<file path="src/include/uop_params.svh">
`ifndef UOP_PARAMS_SVH
`define UOP_PARAMS_SVH

////////////////////
// Opcode and ROM sizing
////////////////////

// One byte per opcode
`define OPCODE_WIDTH 8

// Micro-op ROM address and number of entries in use
`define ROM_ADDR_WIDTH 6
`define ROM_DEPTH 37

////////////////////
// Modelled program counter
////////////////////

`define PC_WIDTH 16
`define PC_RESET_VALUE 16'h0100

////////////////////
// Buffer depths
////////////////////

`define OPCODE_FIFO_DEPTH 4
`define UOP_FIFO_DEPTH 8

`endif

</file>
<file path="src/logic/uopPkg.sv">
`include "uop_params.svh"

package uopPkg;

	////////////////////
	// Micro-op fields
	////////////////////

	// Flow control, decides how the sequencer and the counter move
	typedef enum logic [2:0]
	{
		fcOp       = 3'd0,
		fcInc      = 3'd1,
		fcEof      = 3'd2,
		fcIncEof   = 3'd3,
		fcUpdFlags = 3'd4
	} flowCtlT;

	// What the datapath does with the operand
	typedef enum logic [5:0]
	{
		acNop     = 6'd0,
		acSma     = 6'd1,
		acSmw     = 6'd2,
		acSrm     = 6'd3,
		acSx16r   = 6'd4,
		acSrx16   = 6'd5,
		acInc16   = 6'd6,
		acDec16   = 6'd7,
		acAddx16  = 6'd8,
		acAddx16u = 6'd9,
		acSubx16  = 6'd10,
		acSpc     = 6'd11,
		acZ801bop = 6'd12
	} actionT;

	// Register or scratch selector
	typedef enum logic [5:0]
	{
		selNull = 6'd0,
		selA    = 6'd1,
		selB    = 6'd2,
		selC    = 6'd3,
		selPc   = 6'd4,
		selSp   = 6'd5,
		selX8   = 6'd6,
		selX16  = 6'd7
	} operandT;

	// 15-bit ROM word, flow in the top bits
	typedef struct packed
	{
		flowCtlT flow;
		actionT  action;
		operandT operand;
	} uopT;

	typedef logic [`ROM_ADDR_WIDTH-1:0] romAddrT;

endpackage

</file>
<file path="src/logic/uopFlowLut.sv">
`timescale 1ns/100ps
`include "uop_params.svh"

module uopFlowLut
(
	input  logic [`OPCODE_WIDTH-1:0] opcode,
	output uopPkg::romAddrT          flowStart
);

	////////////////////
	// Opcode to flow start
	////////////////////

	always_comb
	begin
		case (opcode)
			// NOP
			8'h00: flowStart = uopPkg::romAddrT'(2);
			// LD B,n and LD C,n
			8'h06: flowStart = uopPkg::romAddrT'(3);
			8'h0E: flowStart = uopPkg::romAddrT'(6);
			// INC B and DEC B
			8'h04: flowStart = uopPkg::romAddrT'(9);
			8'h05: flowStart = uopPkg::romAddrT'(11);
			// ALU ops against B
			8'h80: flowStart = uopPkg::romAddrT'(13);
			8'h90: flowStart = uopPkg::romAddrT'(16);
			// Relative jump, always taken
			8'h18: flowStart = uopPkg::romAddrT'(19);
			// Stack pair ops
			8'hC5: flowStart = uopPkg::romAddrT'(25);
			8'hC1: flowStart = uopPkg::romAddrT'(31);
			// Anything else runs the generic one-byte flow
			default:
			begin
				flowStart = uopPkg::romAddrT'(0);
			end
		endcase
	end

endmodule

</file>
<file path="src/logic/uopRom.sv">
`timescale 1ns/100ps

module uopRom
(
	input  uopPkg::romAddrT addr,
	output uopPkg::uopT     uop
);

	always_comb
	begin
		case (addr)
			////////////////////
			// Default one-byte op
			0:  uop = '{uopPkg::fcUpdFlags, uopPkg::acZ801bop, uopPkg::selA};
			1:  uop = '{uopPkg::fcIncEof, uopPkg::acNop, uopPkg::selNull};

			////////////////////
			// NOP
			2:  uop = '{uopPkg::fcIncEof, uopPkg::acNop, uopPkg::selNull};

			////////////////////
			// LD B,n
			3:  uop = '{uopPkg::fcInc, uopPkg::acSma, uopPkg::selPc};
			4:  uop = '{uopPkg::fcInc, uopPkg::acNop, uopPkg::selNull};
			5:  uop = '{uopPkg::fcEof, uopPkg::acSrm, uopPkg::selB};

			////////////////////
			// LD C,n
			6:  uop = '{uopPkg::fcInc, uopPkg::acSma, uopPkg::selPc};
			7:  uop = '{uopPkg::fcInc, uopPkg::acNop, uopPkg::selNull};
			8:  uop = '{uopPkg::fcEof, uopPkg::acSrm, uopPkg::selC};

			////////////////////
			// INC B
			9:  uop = '{uopPkg::fcUpdFlags, uopPkg::acInc16, uopPkg::selB};
			10: uop = '{uopPkg::fcIncEof, uopPkg::acNop, uopPkg::selNull};

			////////////////////
			// DEC B
			11: uop = '{uopPkg::fcUpdFlags, uopPkg::acDec16, uopPkg::selB};
			12: uop = '{uopPkg::fcIncEof, uopPkg::acNop, uopPkg::selNull};

			////////////////////
			// ADD A,B goes through x16
			13: uop = '{uopPkg::fcOp, uopPkg::acSx16r, uopPkg::selA};
			14: uop = '{uopPkg::fcUpdFlags, uopPkg::acAddx16u, uopPkg::selB};
			15: uop = '{uopPkg::fcIncEof, uopPkg::acSrx16, uopPkg::selA};

			////////////////////
			// SUB B
			16: uop = '{uopPkg::fcOp, uopPkg::acSx16r, uopPkg::selA};
			17: uop = '{uopPkg::fcUpdFlags, uopPkg::acSubx16, uopPkg::selB};
			18: uop = '{uopPkg::fcIncEof, uopPkg::acSrx16, uopPkg::selA};

			////////////////////
			// JR n
			19: uop = '{uopPkg::fcInc, uopPkg::acSma, uopPkg::selPc};
			// Memory needs a cycle before the read
			20: uop = '{uopPkg::fcOp, uopPkg::acNop, uopPkg::selNull};
			21: uop = '{uopPkg::fcInc, uopPkg::acSrm, uopPkg::selX8};
			22: uop = '{uopPkg::fcOp, uopPkg::acSx16r, uopPkg::selPc};
			// Sign-extended offset added to pc
			23: uop = '{uopPkg::fcOp, uopPkg::acAddx16, uopPkg::selX8};
			24: uop = '{uopPkg::fcEof, uopPkg::acSpc, uopPkg::selX16};

			////////////////////
			// PUSH BC, high byte first
			25: uop = '{uopPkg::fcOp, uopPkg::acDec16, uopPkg::selSp};
			26: uop = '{uopPkg::fcOp, uopPkg::acSma, uopPkg::selSp};
			27: uop = '{uopPkg::fcOp, uopPkg::acSmw, uopPkg::selB};
			28: uop = '{uopPkg::fcOp, uopPkg::acDec16, uopPkg::selSp};
			29: uop = '{uopPkg::fcOp, uopPkg::acSmw, uopPkg::selC};
			30: uop = '{uopPkg::fcIncEof, uopPkg::acSma, uopPkg::selPc};

			////////////////////
			// POP BC
			31: uop = '{uopPkg::fcOp, uopPkg::acSma, uopPkg::selSp};
			32: uop = '{uopPkg::fcOp, uopPkg::acInc16, uopPkg::selSp};
			33: uop = '{uopPkg::fcOp, uopPkg::acSrm, uopPkg::selC};
			34: uop = '{uopPkg::fcOp, uopPkg::acSrm, uopPkg::selB};
			35: uop = '{uopPkg::fcInc, uopPkg::acInc16, uopPkg::selSp};
			36: uop = '{uopPkg::fcEof, uopPkg::acSma, uopPkg::selPc};

			// Unused entries are harmless bubbles
			default:
			begin
				uop = '{uopPkg::fcOp, uopPkg::acNop, uopPkg::selNull};
			end
		endcase
	end

endmodule

</file>
<file path="src/logic/uopFifo.sv">
`timescale 1ns/100ps

module uopFifo
#(
	parameter type payloadT = logic [7:0],
	parameter int  depth    = 4
)
(
	input  logic    clk,
	input  logic    rst,
	input  logic    inValid,
	output logic    inReady,
	input  payloadT inData,
	output logic    outValid,
	input  logic    outReady,
	output payloadT outData
);

	localparam int ptrWidth   = (depth > 1) ? $clog2(depth) : 1;
	localparam int countWidth = $clog2(depth + 1);

	payloadT mem [depth];
	logic [ptrWidth-1:0]   wrPtr;
	logic [ptrWidth-1:0]   rdPtr;
	logic [countWidth-1:0] count;
	logic                  push;
	logic                  pop;

	assign inReady  = (count != countWidth'(depth));
	assign outValid = (count != '0);
	assign outData  = mem[rdPtr];
	assign push     = inValid && inReady;
	assign pop      = outValid && outReady;

	// Storage
	always_ff @(posedge clk)
	begin
		if (push)
			mem[wrPtr] <= inData;
	end

	////////////////////
	// Pointers and occupancy
	////////////////////

	always_ff @(posedge clk)
	begin
		if (rst)
		begin
			wrPtr <= '0;
			rdPtr <= '0;
			count <= '0;
		end
		else
		begin
			if (push)
				wrPtr <= (wrPtr == ptrWidth'(depth - 1)) ? '0 : wrPtr + 1'b1;
			if (pop)
				rdPtr <= (rdPtr == ptrWidth'(depth - 1)) ? '0 : rdPtr + 1'b1;
			case ({push, pop})
				2'b10:   count <= count + 1'b1;
				2'b01:   count <= count - 1'b1;
				default: count <= count;
			endcase
		end
	end

	// Occupancy never passes the depth
	assert property (@(posedge clk) disable iff (rst)
		count <= countWidth'(depth));

	// Pointers meet only when the buffer is empty or full
	assert property (@(posedge clk) disable iff (rst)
		(wrPtr == rdPtr) == ((count == '0) || (count == countWidth'(depth))));

endmodule

</file>
<file path="src/logic/uopSequencer.sv">
`timescale 1ns/100ps
`include "uop_params.svh"

module uopSequencer
(
	input  logic                     clk,
	input  logic                     rst,
	input  logic                     inValid,
	output logic                     inReady,
	input  logic [`OPCODE_WIDTH-1:0] inData,
	output logic                     outValid,
	input  logic                     outReady,
	output uopPkg::uopT              outData
);

	logic            busy;
	uopPkg::romAddrT upc;
	uopPkg::romAddrT flowStart;
	uopPkg::uopT     romWord;
	logic            accept;
	logic            step;
	logic            flowDone;

	////////////////////
	// Lookup and ROM
	////////////////////

	uopFlowLut flowLut
	(
		.opcode    (inData),
		.flowStart (flowStart)
	);

	uopRom rom
	(
		.addr (upc),
		.uop  (romWord)
	);

	// Opcodes only taken between flows
	assign inReady  = !busy;
	assign accept   = inValid && inReady;
	assign outValid = busy;
	assign outData  = romWord;
	assign step     = outValid && outReady;

	assign flowDone = (romWord.flow == uopPkg::fcEof) ||
		(romWord.flow == uopPkg::fcIncEof);

	////////////////////
	// Micro-program counter
	////////////////////

	always_ff @(posedge clk)
	begin
		if (rst)
		begin
			busy <= 1'b0;
			upc  <= '0;
		end
		else if (accept)
		begin
			busy <= 1'b1;
			upc  <= flowStart;
		end
		else if (step)
		begin
			if (flowDone)
				busy <= 1'b0;
			else
				upc <= upc + 1'b1;
		end
	end

	// Never walks past the last flow
	assert property (@(posedge clk) disable iff (rst)
		busy |-> (upc < `ROM_DEPTH));

endmodule

</file>
<file path="src/logic/uopIssue.sv">
`timescale 1ns/100ps
`include "uop_params.svh"

module uopIssue
(
	input  logic                  clk,
	input  logic                  rst,
	input  logic                  inValid,
	output logic                  inReady,
	input  uopPkg::uopT           inData,
	output logic                  uopValid,
	input  logic                  uopReady,
	output uopPkg::flowCtlT       uopFlow,
	output uopPkg::actionT        uopAction,
	output uopPkg::operandT       uopOperand,
	output logic [`PC_WIDTH-1:0]  uopPc,
	output logic                  uopLast
);

	logic [`PC_WIDTH-1:0] pc;
	logic                 fire;
	logic                 pcStep;

	// Straight through with the consumer setting the pace
	assign uopValid   = inValid;
	assign inReady    = uopReady;
	assign uopFlow    = inData.flow;
	assign uopAction  = inData.action;
	assign uopOperand = inData.operand;
	assign uopLast    = (inData.flow == uopPkg::fcEof) || (inData.flow == uopPkg::fcIncEof);

	// Counter value before this micro-op
	assign uopPc = pc;

	assign fire   = uopValid && uopReady;
	assign pcStep = (inData.flow == uopPkg::fcInc) || (inData.flow == uopPkg::fcIncEof);

	////////////////////
	// Modelled program counter
	////////////////////

	always_ff @(posedge clk)
	begin
		if (rst)
			pc <= `PC_RESET_VALUE;
		else if (fire && pcStep)
			pc <= pc + 1'b1;
	end

	// A stalled micro-op from the buffer is held until it is taken
	assert property (@(posedge clk) disable iff (rst)
		(inValid && !inReady) |=> (inValid && $stable(inData)));

endmodule

</file>
<file path="src/logic/uopEngine.sv">
`timescale 1ns/100ps
`include "uop_params.svh"

module uopEngine
(
	input  logic                     clk,
	input  logic                     rst,
	// Opcode input
	input  logic                     opValid,
	output logic                     opReady,
	input  logic [`OPCODE_WIDTH-1:0] opcode,
	// Micro-op output
	output logic                     uopValid,
	input  logic                     uopReady,
	output uopPkg::flowCtlT          uopFlow,
	output uopPkg::actionT           uopAction,
	output uopPkg::operandT          uopOperand,
	output logic [`PC_WIDTH-1:0]     uopPc,
	output logic                     uopLast
);

	logic                     seqOpValid;
	logic                     seqOpReady;
	logic [`OPCODE_WIDTH-1:0] seqOpcode;
	logic                     seqUopValid;
	logic                     seqUopReady;
	uopPkg::uopT              seqUop;
	logic                     issValid;
	logic                     issReady;
	uopPkg::uopT              issUop;

	////////////////////
	// Opcode buffer
	////////////////////

	uopFifo
	#(
		.payloadT (logic [`OPCODE_WIDTH-1:0]),
		.depth    (`OPCODE_FIFO_DEPTH)
	) opFifo
	(
		.clk      (clk),
		.rst      (rst),
		.inValid  (opValid),
		.inReady  (opReady),
		.inData   (opcode),
		.outValid (seqOpValid),
		.outReady (seqOpReady),
		.outData  (seqOpcode)
	);

	uopSequencer sequencer
	(
		.clk      (clk),
		.rst      (rst),
		.inValid  (seqOpValid),
		.inReady  (seqOpReady),
		.inData   (seqOpcode),
		.outValid (seqUopValid),
		.outReady (seqUopReady),
		.outData  (seqUop)
	);

	////////////////////
	// Micro-op buffer and issue
	////////////////////

	uopFifo
	#(
		.payloadT (uopPkg::uopT),
		.depth    (`UOP_FIFO_DEPTH)
	) uopQueue
	(
		.clk      (clk),
		.rst      (rst),
		.inValid  (seqUopValid),
		.inReady  (seqUopReady),
		.inData   (seqUop),
		.outValid (issValid),
		.outReady (issReady),
		.outData  (issUop)
	);

	uopIssue issue
	(
		.clk        (clk),
		.rst        (rst),
		.inValid    (issValid),
		.inReady    (issReady),
		.inData     (issUop),
		.uopValid   (uopValid),
		.uopReady   (uopReady),
		.uopFlow    (uopFlow),
		.uopAction  (uopAction),
		.uopOperand (uopOperand),
		.uopPc      (uopPc),
		.uopLast    (uopLast)
	);

endmodule

</file>
<file path="config.mk">
export PLATFORM = sky130hd
export DESIGN_NAME = uopEngine
export DESIGN_NICKNAME = d
export VERILOG_FILES = /design/src/logic/uopPkg.sv /design/src/logic/uopFlowLut.sv /design/src/logic/uopRom.sv /design/src/logic/uopFifo.sv /design/src/logic/uopSequencer.sv /design/src/logic/uopIssue.sv /design/src/logic/uopEngine.sv
export VERILOG_INCLUDE_DIRS = /design/src /design/src/include
export SDC_FILE = /design/constraint.sdc
export NUM_CORES = 1
export LEC_CHECK = 0
export BUFFER_PORTS_ARGS = -buffer_cell sky130_fd_sc_hd__buf_2
export CAP_MARGIN = 20
export CORE_ASPECT_RATIO = 1.25
export CORE_MARGIN = 2
export CORE_UTILIZATION = 50
export CTS_CLUSTER_SIZE = 14
export DETAILED_ROUTE_END_ITERATION = 10
export PLACE_DENSITY_LB_ADDON = 0.12
export SLEW_MARGIN = 20
export SYNTH_ARGS = -nofsm -noshare
export SYNTH_HDL_FRONTEND = slang
export SYNTH_SLANG_ARGS = --single-unit
</file>
<file path="constraint.sdc">
create_clock -name clk -period 5.5 [get_ports clk]
set_input_delay 0 -clock clk [delete_from_list [all_inputs] [get_ports clk]]
set_output_delay 0 -clock clk [all_outputs]
set_load 0.02 [all_outputs]
</file>
==> out/metrics.csv, run 1 <==
stage,metric,value,unit
outcome,outcome,finished clean,
sta,final worst-path cycle share,0.787,
power_and_ir_drop,Switching Fraction,0.350,
cts,clock sink count,167,
synthesis,area share of xor/xnor cells in the synthesized design,0.0230,
synthesis,Post-synth ARST share,0,
cts,Max Root-Sink Buffers,2,
synthesis,mux contribution to synthesized area,0.111,
layout,"Core Util, Final",0.577,
die,FP Rows,50,
worst_setup_path,crit end category,flop,
grt,initial antenna violation count,0,
sta,final worst slack,1.17,ns
sta,Slew @ Worst Pin,1.10,ns
synthesis,synth top area cells,"edfxtp_1, dfxtp_1, mux4_2, ha_1, nor2_1",
hold_path,HP Start,uopReady,
synthesis,Yosys reg bits,167,
cts,clock buffer count from CTS,17,
grt,met1 GRT Util,0.226,
layout,"Design Area, Final",8630,sq um
layout,Ant. Diodes,0,
route,DRT iter0 DRCs,461,
grt,gr ovfl total,0,
sta,worst hold margin,0.0193,ns
cts,Root Buffer,clkbuf_16,
layout,Reg area,4460,sq um
layout,fill count,1211,
synthesis,Mean Syn Cell Area,13.1,sq um
synthesis,sequential share of the synthesized area,0.585,
route,Antenna Nets Post-Route,0,
sta,Final Hold Fails,0,
synthesis,count of cell types in the netlist,74,
placed_design,port bufs,40,
placed_design,gpl congestion,0.883,
route,drt via density,5.91,
synthesis,largest area contributor in the netlist,edfxtp_1,
worst_setup_path,"Arr. time, crit path",4.64,ns
power_and_ir_drop,Comb pwr share,0.314,
sta,unrepaired setup endpoints after global routing,no,
power_and_ir_drop,sequential power share,0.411,
die,die width,114,um
power_and_ir_drop,internal power,2.66,mW
placed_design,Area after DPL,7980,sq um
cts,H-tree levels,4,
sta,Slew HR,0.264,
die,core outline area,15000,sq um
worst_setup_path,largest fanout on the critical path,8,
hold_path,min-delay worst type,in2reg,
power_and_ir_drop,Power Density,475,nW/um^2
sta,Final min period,4.33,ns
power_and_ir_drop,Psw,1.43,mW
synthesis,synthesized cell area,7630,sq um
die,die area,16300,sq um
synthesis,Synth top area share,0.441,
power_and_ir_drop,VDD IR-drop max,0.000217,V
sta,setup TNS,0,ns
grt,met2 Use GR,0.339,
layout,final net count,667,
route,final WL,15200,um
route,Pre-Repair DR Iteration Count,4,
layout,share of cells above drive strength 1,0.215,
layout,multi-input gate area in the final layout,2940,sq um
worst_setup_path,WS Path Type,reg2reg,
die,Die Y-Extent,142,um
worst_setup_path,reg-to-reg endpoint,sequencer.rom.uop[13],
synthesis,Cells after Synth,582,
synthesis,Synth Area in Compound Gates,0.0859,
worst_setup_path,end point of the critical path,sequencer.rom.uop[13],
synthesis,Main synth FF type,edfxtp_1,
synthesis,Post-Synth Simple-Gate Area,0.117,
sta,"Slew Viols, Final",0,
cts,"Reg clk slew, reported paths",0.07,ns
worst_setup_path,R2R cell count,11,
grt,largest net degree at the start of global routing,47,
synthesis,Post-synth EDFFs,112,
placed_design,Setup Slack @ Placement,1.15,ns
power_and_ir_drop,Clock power frac,0.274,
grt,first-pass GRT wire length,24200,um
grt,vias in the first global route,4766,
cts,worst skew pair latency,0.43,ns
sta,Layout Skew,0.0101,ns
placed_design,post-detail-place hpwl,10500,um
route,DR WL/cell,18.4,um
power_and_ir_drop,Pleak,3.01,nW
sta,maximum clock rate,231,MHz
die,# IOs,46,
synthesis,combinational family with the most area after synthesis,simple AND/OR/NAND/NOR gates,
route,DRC Markers,0,
layout,Layout area overhead,13.1,%
run,Max Cap Viol,0,
route,DR vias,4874,
synthesis,adder-cell share of the synthesized area,0.0430,
cts,CTS tree,done,
worst_setup_path,R2R Setup Slk,1.17,ns
die,Initial Utilization,0.510,
grt,All-Layer GR Usage,0.196,
synthesis,Ys Warns,0,
worst_setup_path,required time of the worst setup path,5.81,ns
grt,GRT met3 Usage,0.0426,
sta,final setup violation count,0,
grt,global route hottest layer,met2,
worst_setup_path,Worst Setup Start Kind,flop,
## final cells by class
class,count,area share
multi-input combinational,366,0.341
clock inverter,15,0.0160
tap,182,0.0264
clock buffer,17,0.0493
sequential,167,0.517
timing repair buffer,55,0.0386
inverter,23,0.0112
## repair_timing
item | 4_1_cts | 5_1_grt
gates resized for setup | 0 | 0
setup buffers | 0 | 0
endpoints found under the hold margin | 32 | 0
hold buffers | 8 | 0
## cells in the mapped netlist, types with 2 or more instances
cell,instances
and3_1,5
nand2_1,30
or3_1,12
fa_1,2
xnor2_1,6
or4_1,3
o2bb2ai_1,3
mux2_2,15
o31ai_1,3
clkbuf_1,16
nor2b_1,5
mux4_2,28
a21o_1,3
o21ai_0,16
nor4b_1,3
buf_4,6
xor2_1,14
nor2_1,47
o311ai_0,3
nor3_1,13
dfxtp_1,55
o22ai_1,2
clkinv_4,2
o211ai_1,2
mux2i_1,5
a211o_1,3
a32oi_1,4
buf_1,4
nand3_1,23
edfxtp_1,112
a211oi_1,4
or2_2,2
a21oi_1,32
inv_1,20
ha_1,23
buf_6,2
nand4_1,9
a31oi_1,3
nor4bb_1,3
nand2b_1,5
## critical path, cell delays in order, from the launching register on
cell and delay [ns]:
dfxtp_1 0.63, mux4_2 0.65, or4_1 0.61, o311ai_0 0.35, a21oi_1 0.26, nor2_1 0.38, inv_1 0.17, ha_1 0.44
or2_2 0.33, a31oi_1 0.17, o211ai_1 0.10, o2bb2ai_1 0.13
## stage by stage
| stage | power [mW] | cells |
|---|---|---|
| final | 4.10 | 825 |
| after global placement | 2.97 | 784 |
| after CTS | 4.12 | 825 |
| after detailed placement | 3.00 | 785 |
| after floorplan | 2.70 | 586 |
| after global routing | 4.32 | 825 |
## layout by cell type (no fill, tap or decap), types with 4 or more instances in the layout
cell	synthesis	final
a32oi_1	4	4
edfxtp_1	112	112
clkbuf_16	0	17
nand2b_1	5	5
a211oi_1	4	4
dfxtp_1	55	55
o21ai_0	16	16
nand2_1	30	30
nor2_1	47	47
clkinvlp_4	0	4
or3_1	12	12
nor3_1	13	12
mux2_2	15	15
xor2_1	14	14
nand3_1	23	23
inv_1	20	20
mux2i_1	5	5
a21oi_1	32	32
inv_6	0	5
mux4_2	28	28
nor2b_1	5	5
nand4_1	9	9
buf_2	1	40
xnor2_1	6	6
conb_1	1	5
ha_1	23	23
buf_4	6	7
and3_1	5	5
dlygate4sd3_1	0	8
## power groups by stage
stage	logic [mW]	clock network (mW)	registers, mW
final	1.29	1.12	1.68
after global routing	1.42	1.19	1.71
after CTS	1.29	1.14	1.69
after detailed placement	1.28	0	1.72
after global placement	1.27	0	1.71
after floorplan	1.08	0	1.63
## how the worst min path moves through the flow
stage | to | cells past startpoint
global route | flop | 4
CTS | uopQueue.rdPtr[2] | 4
detailed placement | opFifo.mem[0][0] | 1
finish | uopQueue.rdPtr[2] | 4
global placement | opFifo.mem[0][7] | 1
floorplan | opFifo.mem[0][0] | 0
## state kept, by name, summed over array words and instances (netlist names), named ones only
register            cells
opFifo.wrPtr            2
sequencer.upc           6
uopQueue.count          4
issue.uopPc            16
uopQueue.mem           80
uopQueue.wrPtr          3
opFifo.count            3
opFifo.mem             32
opFifo.rdPtr            2
sequencer.rom.uop      10
sequencer.outValid      1
uopQueue.rdPtr          3
## routing by layer
| metal | vias to the layer above | part of all wire |
|---|---|---|
| met5 | - | 0 |
| met4 | 0 | 0.032 |
| met3 | 38 | 0.036 |
| met2 | 129 | 0.52 |
| met1 | 2389 | 0.41 |
| li1 | 2318 | - |
## kinds of logic after synthesis
logic type	count (synthesis)
AOI/OAI and AO/OA	96
xor gates and xnor gates	20
adders and majority gates	25
buffers and inverters	53
DFF	167
muxes	48
other	1
and+or+nand+nor	172
Power figures use the tool's default switching activity.
==> run 2, diff against run 1 <==
- clock period: 5.5 -> 4.2 ns (I/O delays scaled with it)
==> run 2 against run 1 <==
Effect of this change:
- total power grew 33%
- maximum frequency grew 12%
- clock-buffer cell count grew 3
- hold slack gained 0.30 ns
- cell count grew 1.8%
==> out/metrics.csv, run 2 (synthesis gave the netlist of run 1 again) <==
stage,metric,value,unit,change
outcome,outcome,finished clean,,unchanged
placed_design,Setup Slack @ Placement,0.352,ns,was 1.15 ns
worst_setup_path,worst stage delay on the critical path,0.64,ns,was 0.65 ns
placed_design,port bufs,40,,unchanged
layout,Ant. Diodes,0,,unchanged
worst_setup_path,Worst Setup Start Kind,flop,,unchanged
cts,post_cts resized,0,,unchanged
layout,Biggest register,uopQueue.mem,,unchanged
cts,H-tree levels,4,,unchanged
route,Pre-Repair DR Iteration Count,7,,was 4
route,DR vias,4836,,was 4874
die,# IOs,46,,unchanged
layout,Largest register FFs,80,,unchanged
sta,unrepaired setup endpoints after global routing,no,,unchanged
grt,All-Layer GR Usage,0.200,,was 0.196
sta,Slew HR,0.293,,was 0.264
sta,maximum clock rate,258,MHz,was 231 MHz
die,die area,16300,sq um,unchanged
layout,share of cells above drive strength 1,0.228,,was 0.215
power_and_ir_drop,Switching Fraction,0.331,,was 0.350
die,core outline area,15000,sq um,unchanged
power_and_ir_drop,Comb pwr share,0.323,,was 0.314
cts,clock sink count,167,,unchanged
layout,final net count,683,,was 667
grt,initial antenna violation count,0,,unchanged
cts,postcts setup bufs,0,,unchanged
sta,setup TNS,0,ns,unchanged
power_and_ir_drop,Clock power frac,0.275,,was 0.274
power_and_ir_drop,internal power,3.64,mW,was 2.66 mW
route,DR WL/cell,18.2,um,was 18.4 um
sta,Layout Skew,0.00946,ns,was 0.0101 ns
power_and_ir_drop,Psw,1.80,mW,was 1.43 mW
power_and_ir_drop,Power Density,621,nW/um^2,was 475 nW/um^2
die,Initial Utilization,0.510,,unchanged
power_and_ir_drop,sequential power share,0.401,,was 0.411
placed_design,post-detail-place hpwl,10700,um,was 10500 um
cts,CTS tree,done,,unchanged
grt,gr ovfl total,0,,unchanged
power_and_ir_drop,VDD IR-drop max,0.000294,V,was 0.000217 V
die,die width,114,um,unchanged
route,DRC Markers,0,,unchanged
layout,fill count,1177,,was 1211
cts,worst skew pair latency,0.43,ns,about the same
worst_setup_path,CP Cell Sequence,mux4_2 > nor4bb_1 > a2bb2oi_1 > o41ai_1 > a21oi_1 > nor2_1 > inv_1 > ha_1 > nor4b_1 > a21oi_1 > o311ai_0 > a32o_1,,was mux4_2 > or4_1 > o311ai_0 > a21oi_1 > nor2_1 > inv_1 > ha_1 > or2_2 > a31oi_1 > o211ai_1 > o2bb2ai_1
layout,Layout area overhead,14.7,%,was 13.1%
grt,first-pass GRT wire length,24700,um,was 24200 um
layout,"commonest non-fill, non-tap cell in the layout",edfxtp_1,,unchanged
cts,Root Buffer,clkbuf_16,,unchanged
sta,"Slew Viols, Final",0,,unchanged
sta,final setup violation count,0,,unchanged
sta,worst hold margin,0.321,ns,was 0.0193 ns
worst_setup_path,Worst Path Buf+Inv,1,,unchanged
sta,Final Hold Fails,0,,unchanged
placed_design,gpl congestion,0.846,,was 0.883
route,DRT iter0 DRCs,246,,was 461
route,Antenna Nets Post-Route,0,,unchanged
route,final WL,15300,um,was 15200 um
worst_setup_path,"Top cell by count, worst path",a21oi_1,,
grt,vias in the first global route,4829,,was 4766
worst_setup_path,required time of the worst setup path,4.52,ns,was 5.81 ns
worst_setup_path,crit-path leading delay family,compound AO/OA/AOI/OAI gates,,was simple AND/OR/NAND/NOR gates
worst_setup_path,crit end category,flop,,unchanged
layout,"commonest cells after routing, fill and taps aside","edfxtp_1, dfxtp_1, nor2_1",,unchanged
power_and_ir_drop,Pleak,3.10,nW,was 3.01 nW
sta,final worst-path cycle share,0.922,,was 0.787
cts,clock buffer count from CTS,17,,unchanged
worst_setup_path,largest fanout on the critical path,9,,was 8
sta,final worst slack,0.327,ns,was 1.17 ns
hold_path,min-delay worst type,in2reg,,unchanged
worst_setup_path,crit path max-delay cell type,mux4_2,,unchanged
cts,Max Root-Sink Buffers,2,,unchanged
sta,Final min period,3.87,ns,was 4.33 ns
worst_setup_path,WS Path Type,reg2reg,,unchanged
route,drt via density,5.76,,was 5.91
worst_setup_path,"Arr. time, crit path",4.19,ns,was 4.64 ns
sta,Slew @ Worst Pin,1.06,ns,was 1.10 ns
grt,largest net degree at the start of global routing,46,,was 47
cts,"Reg clk slew, reported paths",0.06,ns,was 0.07 ns
die,Die Y-Extent,142,um,unchanged
die,FP Rows,50,,unchanged
run,Max Cap Viol,0,,unchanged
==> run 2: worst paths after layout <==
check                          from              endpoint  slack [ns]  cells after the start
setup / recovery               flop  sequencer.rom.uop[8]        0.33                     12
hold / removal            opcode[4]      opFifo.mem[1][4]        0.32                      2
setup reg to reg               flop  sequencer.rom.uop[8]        0.33                     12
hold reg to reg   uopQueue.rdPtr[2]     uopQueue.rdPtr[2]        0.48                      2
==> run 2: timing repair <==
action                                  4_1_cts  5_1_grt
endpoints found under the hold margin        38        0
endpoints found under the setup margin        0        0
hold buffers                                 11        0
==> run 2: metrics by stage <==
stage | instance area [sq um] | utilization | power (mW) | std cells
after floorplan | 7640 | - | 3.54 | 586
after global placement | 8070 | 0.540 | 3.93 | 797
after detailed placement | 8070 | 0.540 | 3.98 | 797
after CTS | 8740 | 0.584 | 5.48 | 839
after global routing | 8750 | 0.585 | 5.75 | 840
final | 8750 | 0.585 | 5.44 | 840
==> run 2: worst reg2reg max path: stages (launching register included) <==
cell       delay, ns
dfxtp_1         0.59
mux4_2          0.64
nor4bb_1        0.50
a2bb2oi_1       0.14
o41ai_1         0.26
a21oi_1         0.22
nor2_1          0.18
inv_1           0.11
ha_1            0.33
nor4b_1         0.20
a21oi_1         0.14
o311ai_0        0.14
a32o_1          0.32
==> run 2: layer usage <==
| metal | share of wire | wire length, um | vias to the layer above | GRT usage |
|---|---|---|---|---|
| li1 | - | - | 2334 | - |
| met1 | 0.41 | 6310 | 2388 | 0.231 |
| met2 | 0.54 | 8250 | 90 | 0.361 |
| met3 | 0.027 | 410 | 24 | 0.0388 |
| met4 | 0.020 | 306 | 0 | 0.0796 |
| met5 | 0 | 0 | - | 0 |
==> run 2: final cells by class <==
type | instances | area, sq um | share of cell area
repair buffers | 71 | 460 | 0.0526
flip-flops and latches | 167 | 4460 | 0.510
well taps | 182 | 228 | 0.0260
inverters | 23 | 96.3 | 0.0110
clock buffers | 20 | 437 | 0.0499
multi-input cells | 366 | 2940 | 0.336
clock inverters | 11 | 123 | 0.0140
==> run 2: power by group through the flow <==
stage                     Combinational [mW]  Clock (mW)  Sequential (mW)
after floorplan                         1.41           0             2.13
after global placement                  1.73           0             2.21
after detailed placement                1.76           0             2.22
after CTS                               1.77        1.52             2.19
after global routing                    1.95        1.59             2.21
final                                   1.76        1.50             2.18
==> run 3, diff against run 2 <==
- CTS_CLUSTER_DIAMETER: unset -> 200
- SETUP_SLACK_MARGIN: unset -> 0.4
==> run 3 against run 2 <==
Effect of this change:
- global-route usage stayed put
- register-to-register slack gained 0.21 ns
- design area increased by 0.27%
- clock power hardly changed
- critical endpoint unchanged
- routed wire length up 0.86%
- sequential share of layout area shrank 0.095 points
- largest cell class unchanged
==> out/metrics.csv, run 3 (synthesis gave the netlist of run 1 again) <==
stage,metric,value,unit,change
sta,setup TNS,0,ns,unchanged
layout,share of cells above drive strength 1,0.236,,was 0.228
cts,clock buffer count from CTS,17,,unchanged
layout,"Design Area, Final",8780,sq um,was 8750 sq um
power_and_ir_drop,Clock power frac,0.274,,was 0.275
layout,"Core Util, Final",0.587,,was 0.585
sta,final worst slack,0.532,ns,was 0.327 ns
cts,Max Root-Sink Buffers,2,,unchanged
route,Antenna Nets Post-Route,0,,unchanged
sta,Final min period,3.67,ns,was 3.87 ns
placed_design,placed cell count,797,,unchanged
placed_design,Area after DPL,8070,sq um,unchanged
sta,final worst-path cycle share,0.873,,was 0.922
hold_path,HP Start,opcode[4],,unchanged
die,die width,114,um,unchanged
cts,clock sink count,167,,unchanged
sta,final setup violation count,0,,unchanged
worst_setup_path,Worst Path Buf+Inv,1,,unchanged
sta,maximum clock rate,273,MHz,was 258 MHz
layout,"commonest non-fill, non-tap cell in the layout",edfxtp_1,,unchanged
power_and_ir_drop,VDD IR-drop max,0.000295,V,was 0.000294 V
die,Die Y-Extent,142,um,unchanged
grt,All-Layer GR Usage,0.200,,unchanged
layout,Layout area overhead,15.0,%,was 14.7%
layout,Largest register FFs,80,,unchanged
cts,H-tree levels,4,,unchanged
layout,Ant. Diodes,0,,unchanged
placed_design,Setup Slack @ Placement,0.352,ns,unchanged
worst_setup_path,worst stage delay on the critical path,0.61,ns,was 0.64 ns
power_and_ir_drop,Comb pwr share,0.326,,was 0.323
worst_setup_path,crit end category,flop,,unchanged
die,core outline area,15000,sq um,unchanged
layout,final net count,683,,unchanged
grt,largest net degree at the start of global routing,46,,unchanged
die,# IOs,46,,unchanged
route,drt via density,5.78,,was 5.76
route,Pre-Repair DR Iteration Count,4,,was 7
die,die area,16300,sq um,unchanged
grt,vias in the first global route,4829,,unchanged
placed_design,port bufs,40,,unchanged
worst_setup_path,crit path max-delay cell type,mux4_2,,unchanged
power_and_ir_drop,Tot Pwr,5.46,mW,was 5.44 mW
die,Initial Utilization,0.510,,unchanged
route,DRT iter0 DRCs,249,,was 246
power_and_ir_drop,internal power,3.64,mW,about the same
worst_setup_path,Worst Setup Start Kind,flop,,unchanged
sta,Layout Skew,0.00998,ns,was 0.00946 ns
sta,"Slew Viols, Final",0,,unchanged
placed_design,gpl congestion,0.846,,unchanged
power_and_ir_drop,Power Density,622,nW/um^2,was 621 nW/um^2
placed_design,post-detail-place hpwl,10700,um,unchanged
die,FP Rows,50,,unchanged
worst_setup_path,largest fanout on the critical path,8,,was 9
worst_setup_path,crit-path leading delay family,compound AO/OA/AOI/OAI gates,,unchanged
sta,unrepaired setup endpoints after global routing,yes,,was no
grt,first-pass GRT wire length,24700,um,unchanged
power_and_ir_drop,Switching Fraction,0.332,,was 0.331
worst_setup_path,CP Cell Sequence,mux4_2 > or4_1 > o311ai_0 > a21oi_1 > nor2_1 > inv_1 > ha_1 > mux2_2 > a21oi_1 > o311ai_0 > a32o_1,,was mux4_2 > nor4bb_1 > a2bb2oi_1 > o41ai_1 > a21oi_1 > nor2_1 > inv_1 > ha_1 > nor4b_1 > a21oi_1 > o311ai_0 > a32o_1
cts,Root Buffer,clkbuf_16,,unchanged
run,Max Cap Viol,0,,unchanged
power_and_ir_drop,Psw,1.81,mW,was 1.80 mW
layout,fill count,1177,,unchanged
worst_setup_path,required time of the worst setup path,4.52,ns,about the same
power_and_ir_drop,sequential power share,0.400,,was 0.401
hold_path,min-delay worst type,in2reg,,unchanged
sta,Slew HR,0.287,,was 0.293
route,final WL,15400,um,was 15300 um
worst_setup_path,"Arr. time, crit path",3.99,ns,was 4.19 ns
power_and_ir_drop,Pleak,3.11,nW,was 3.10 nW
layout,"commonest cells after routing, fill and taps aside","edfxtp_1, dfxtp_1, nor2_1",,unchanged
cts,"Reg clk slew, reported paths",0.06,ns,about the same
grt,gr ovfl total,0,,unchanged
grt,initial antenna violation count,0,,unchanged
outcome,outcome,finished clean,,unchanged
route,DRC Markers,0,,unchanged
layout,fin cells,840,,unchanged
cts,worst skew pair latency,0.43,ns,about the same
sta,Final Hold Fails,0,,unchanged
sta,Slew @ Worst Pin,1.07,ns,was 1.06 ns
route,DR WL/cell,18.3,um,was 18.2 um
worst_setup_path,WS Path Type,reg2reg,,unchanged
cts,CTS tree,done,,unchanged
layout,Biggest register,uopQueue.mem,,unchanged
sta,worst hold margin,0.315,ns,was 0.321 ns
route,DR vias,4852,,was 4836
-- run 3: final timing paths --
path,to,slack [ns],cells after the start
max,sequencer.rom.uop[8],0.53,11
min,opFifo.mem[1][4],0.31,2
max reg2reg,sequencer.rom.uop[8],0.53,11
min reg2reg,uopQueue.rdPtr[2],0.48,2
-- run 3: worst register-to-register path, cell delays in order (launching register included) --
cell      delay (ns)
dfxtp_4         0.42
mux4_2          0.61
or4_1           0.61
o311ai_0        0.33
a21oi_1         0.14
nor2_1          0.15
inv_1           0.11
ha_1            0.30
mux2_2          0.29
a21oi_1         0.14
o311ai_0        0.14
a32o_1          0.32
-- run 3: routing by layer --
layer / vias up / global-route usage / part of all wire
li1: 2338 / - / -
met1: 2412 / 0.231 / 0.42
met2: 81 / 0.361 / 0.54
met3: 21 / 0.0388 / 0.026
met4: 0 / 0.0796 / 0.019
met5: - / 0 / 0
-- run 3: area by class of cell --
class	count	area (sq um)	area share
repair buffers	71	460	0.0525
flip-flops and latches	167	4470	0.509
inverters	23	96.3	0.0110
multi-input cells	366	2960	0.338
clock inverters	11	123	0.0140
well taps	182	228	0.0259
clock buffers	20	437	0.0498
-- run 3: power by group through the flow --
stage	registers, mW	logic [mW]	clock network [mW]
4_1_cts	2.19	1.77	1.52
3_5_place_dp	2.22	1.76	0
6_report	2.18	1.78	1.50
5_1_grt	2.22	1.96	1.59
2_1_floorplan	2.13	1.41	0
3_3_place_gp	2.21	1.73	0
-- run 3: repair_timing --
| action | in CTS | in global routing |
|---|---|---|
| buffers inserted | 0 | 0 |
| pin swaps | 0 | 0 |
| endpoints found under the hold margin | 38 | 0 |
| hold buffers | 11 | 0 |
| resized for setup | 1 | 5 |
| endpoints found under the setup margin | 2 | 8 |
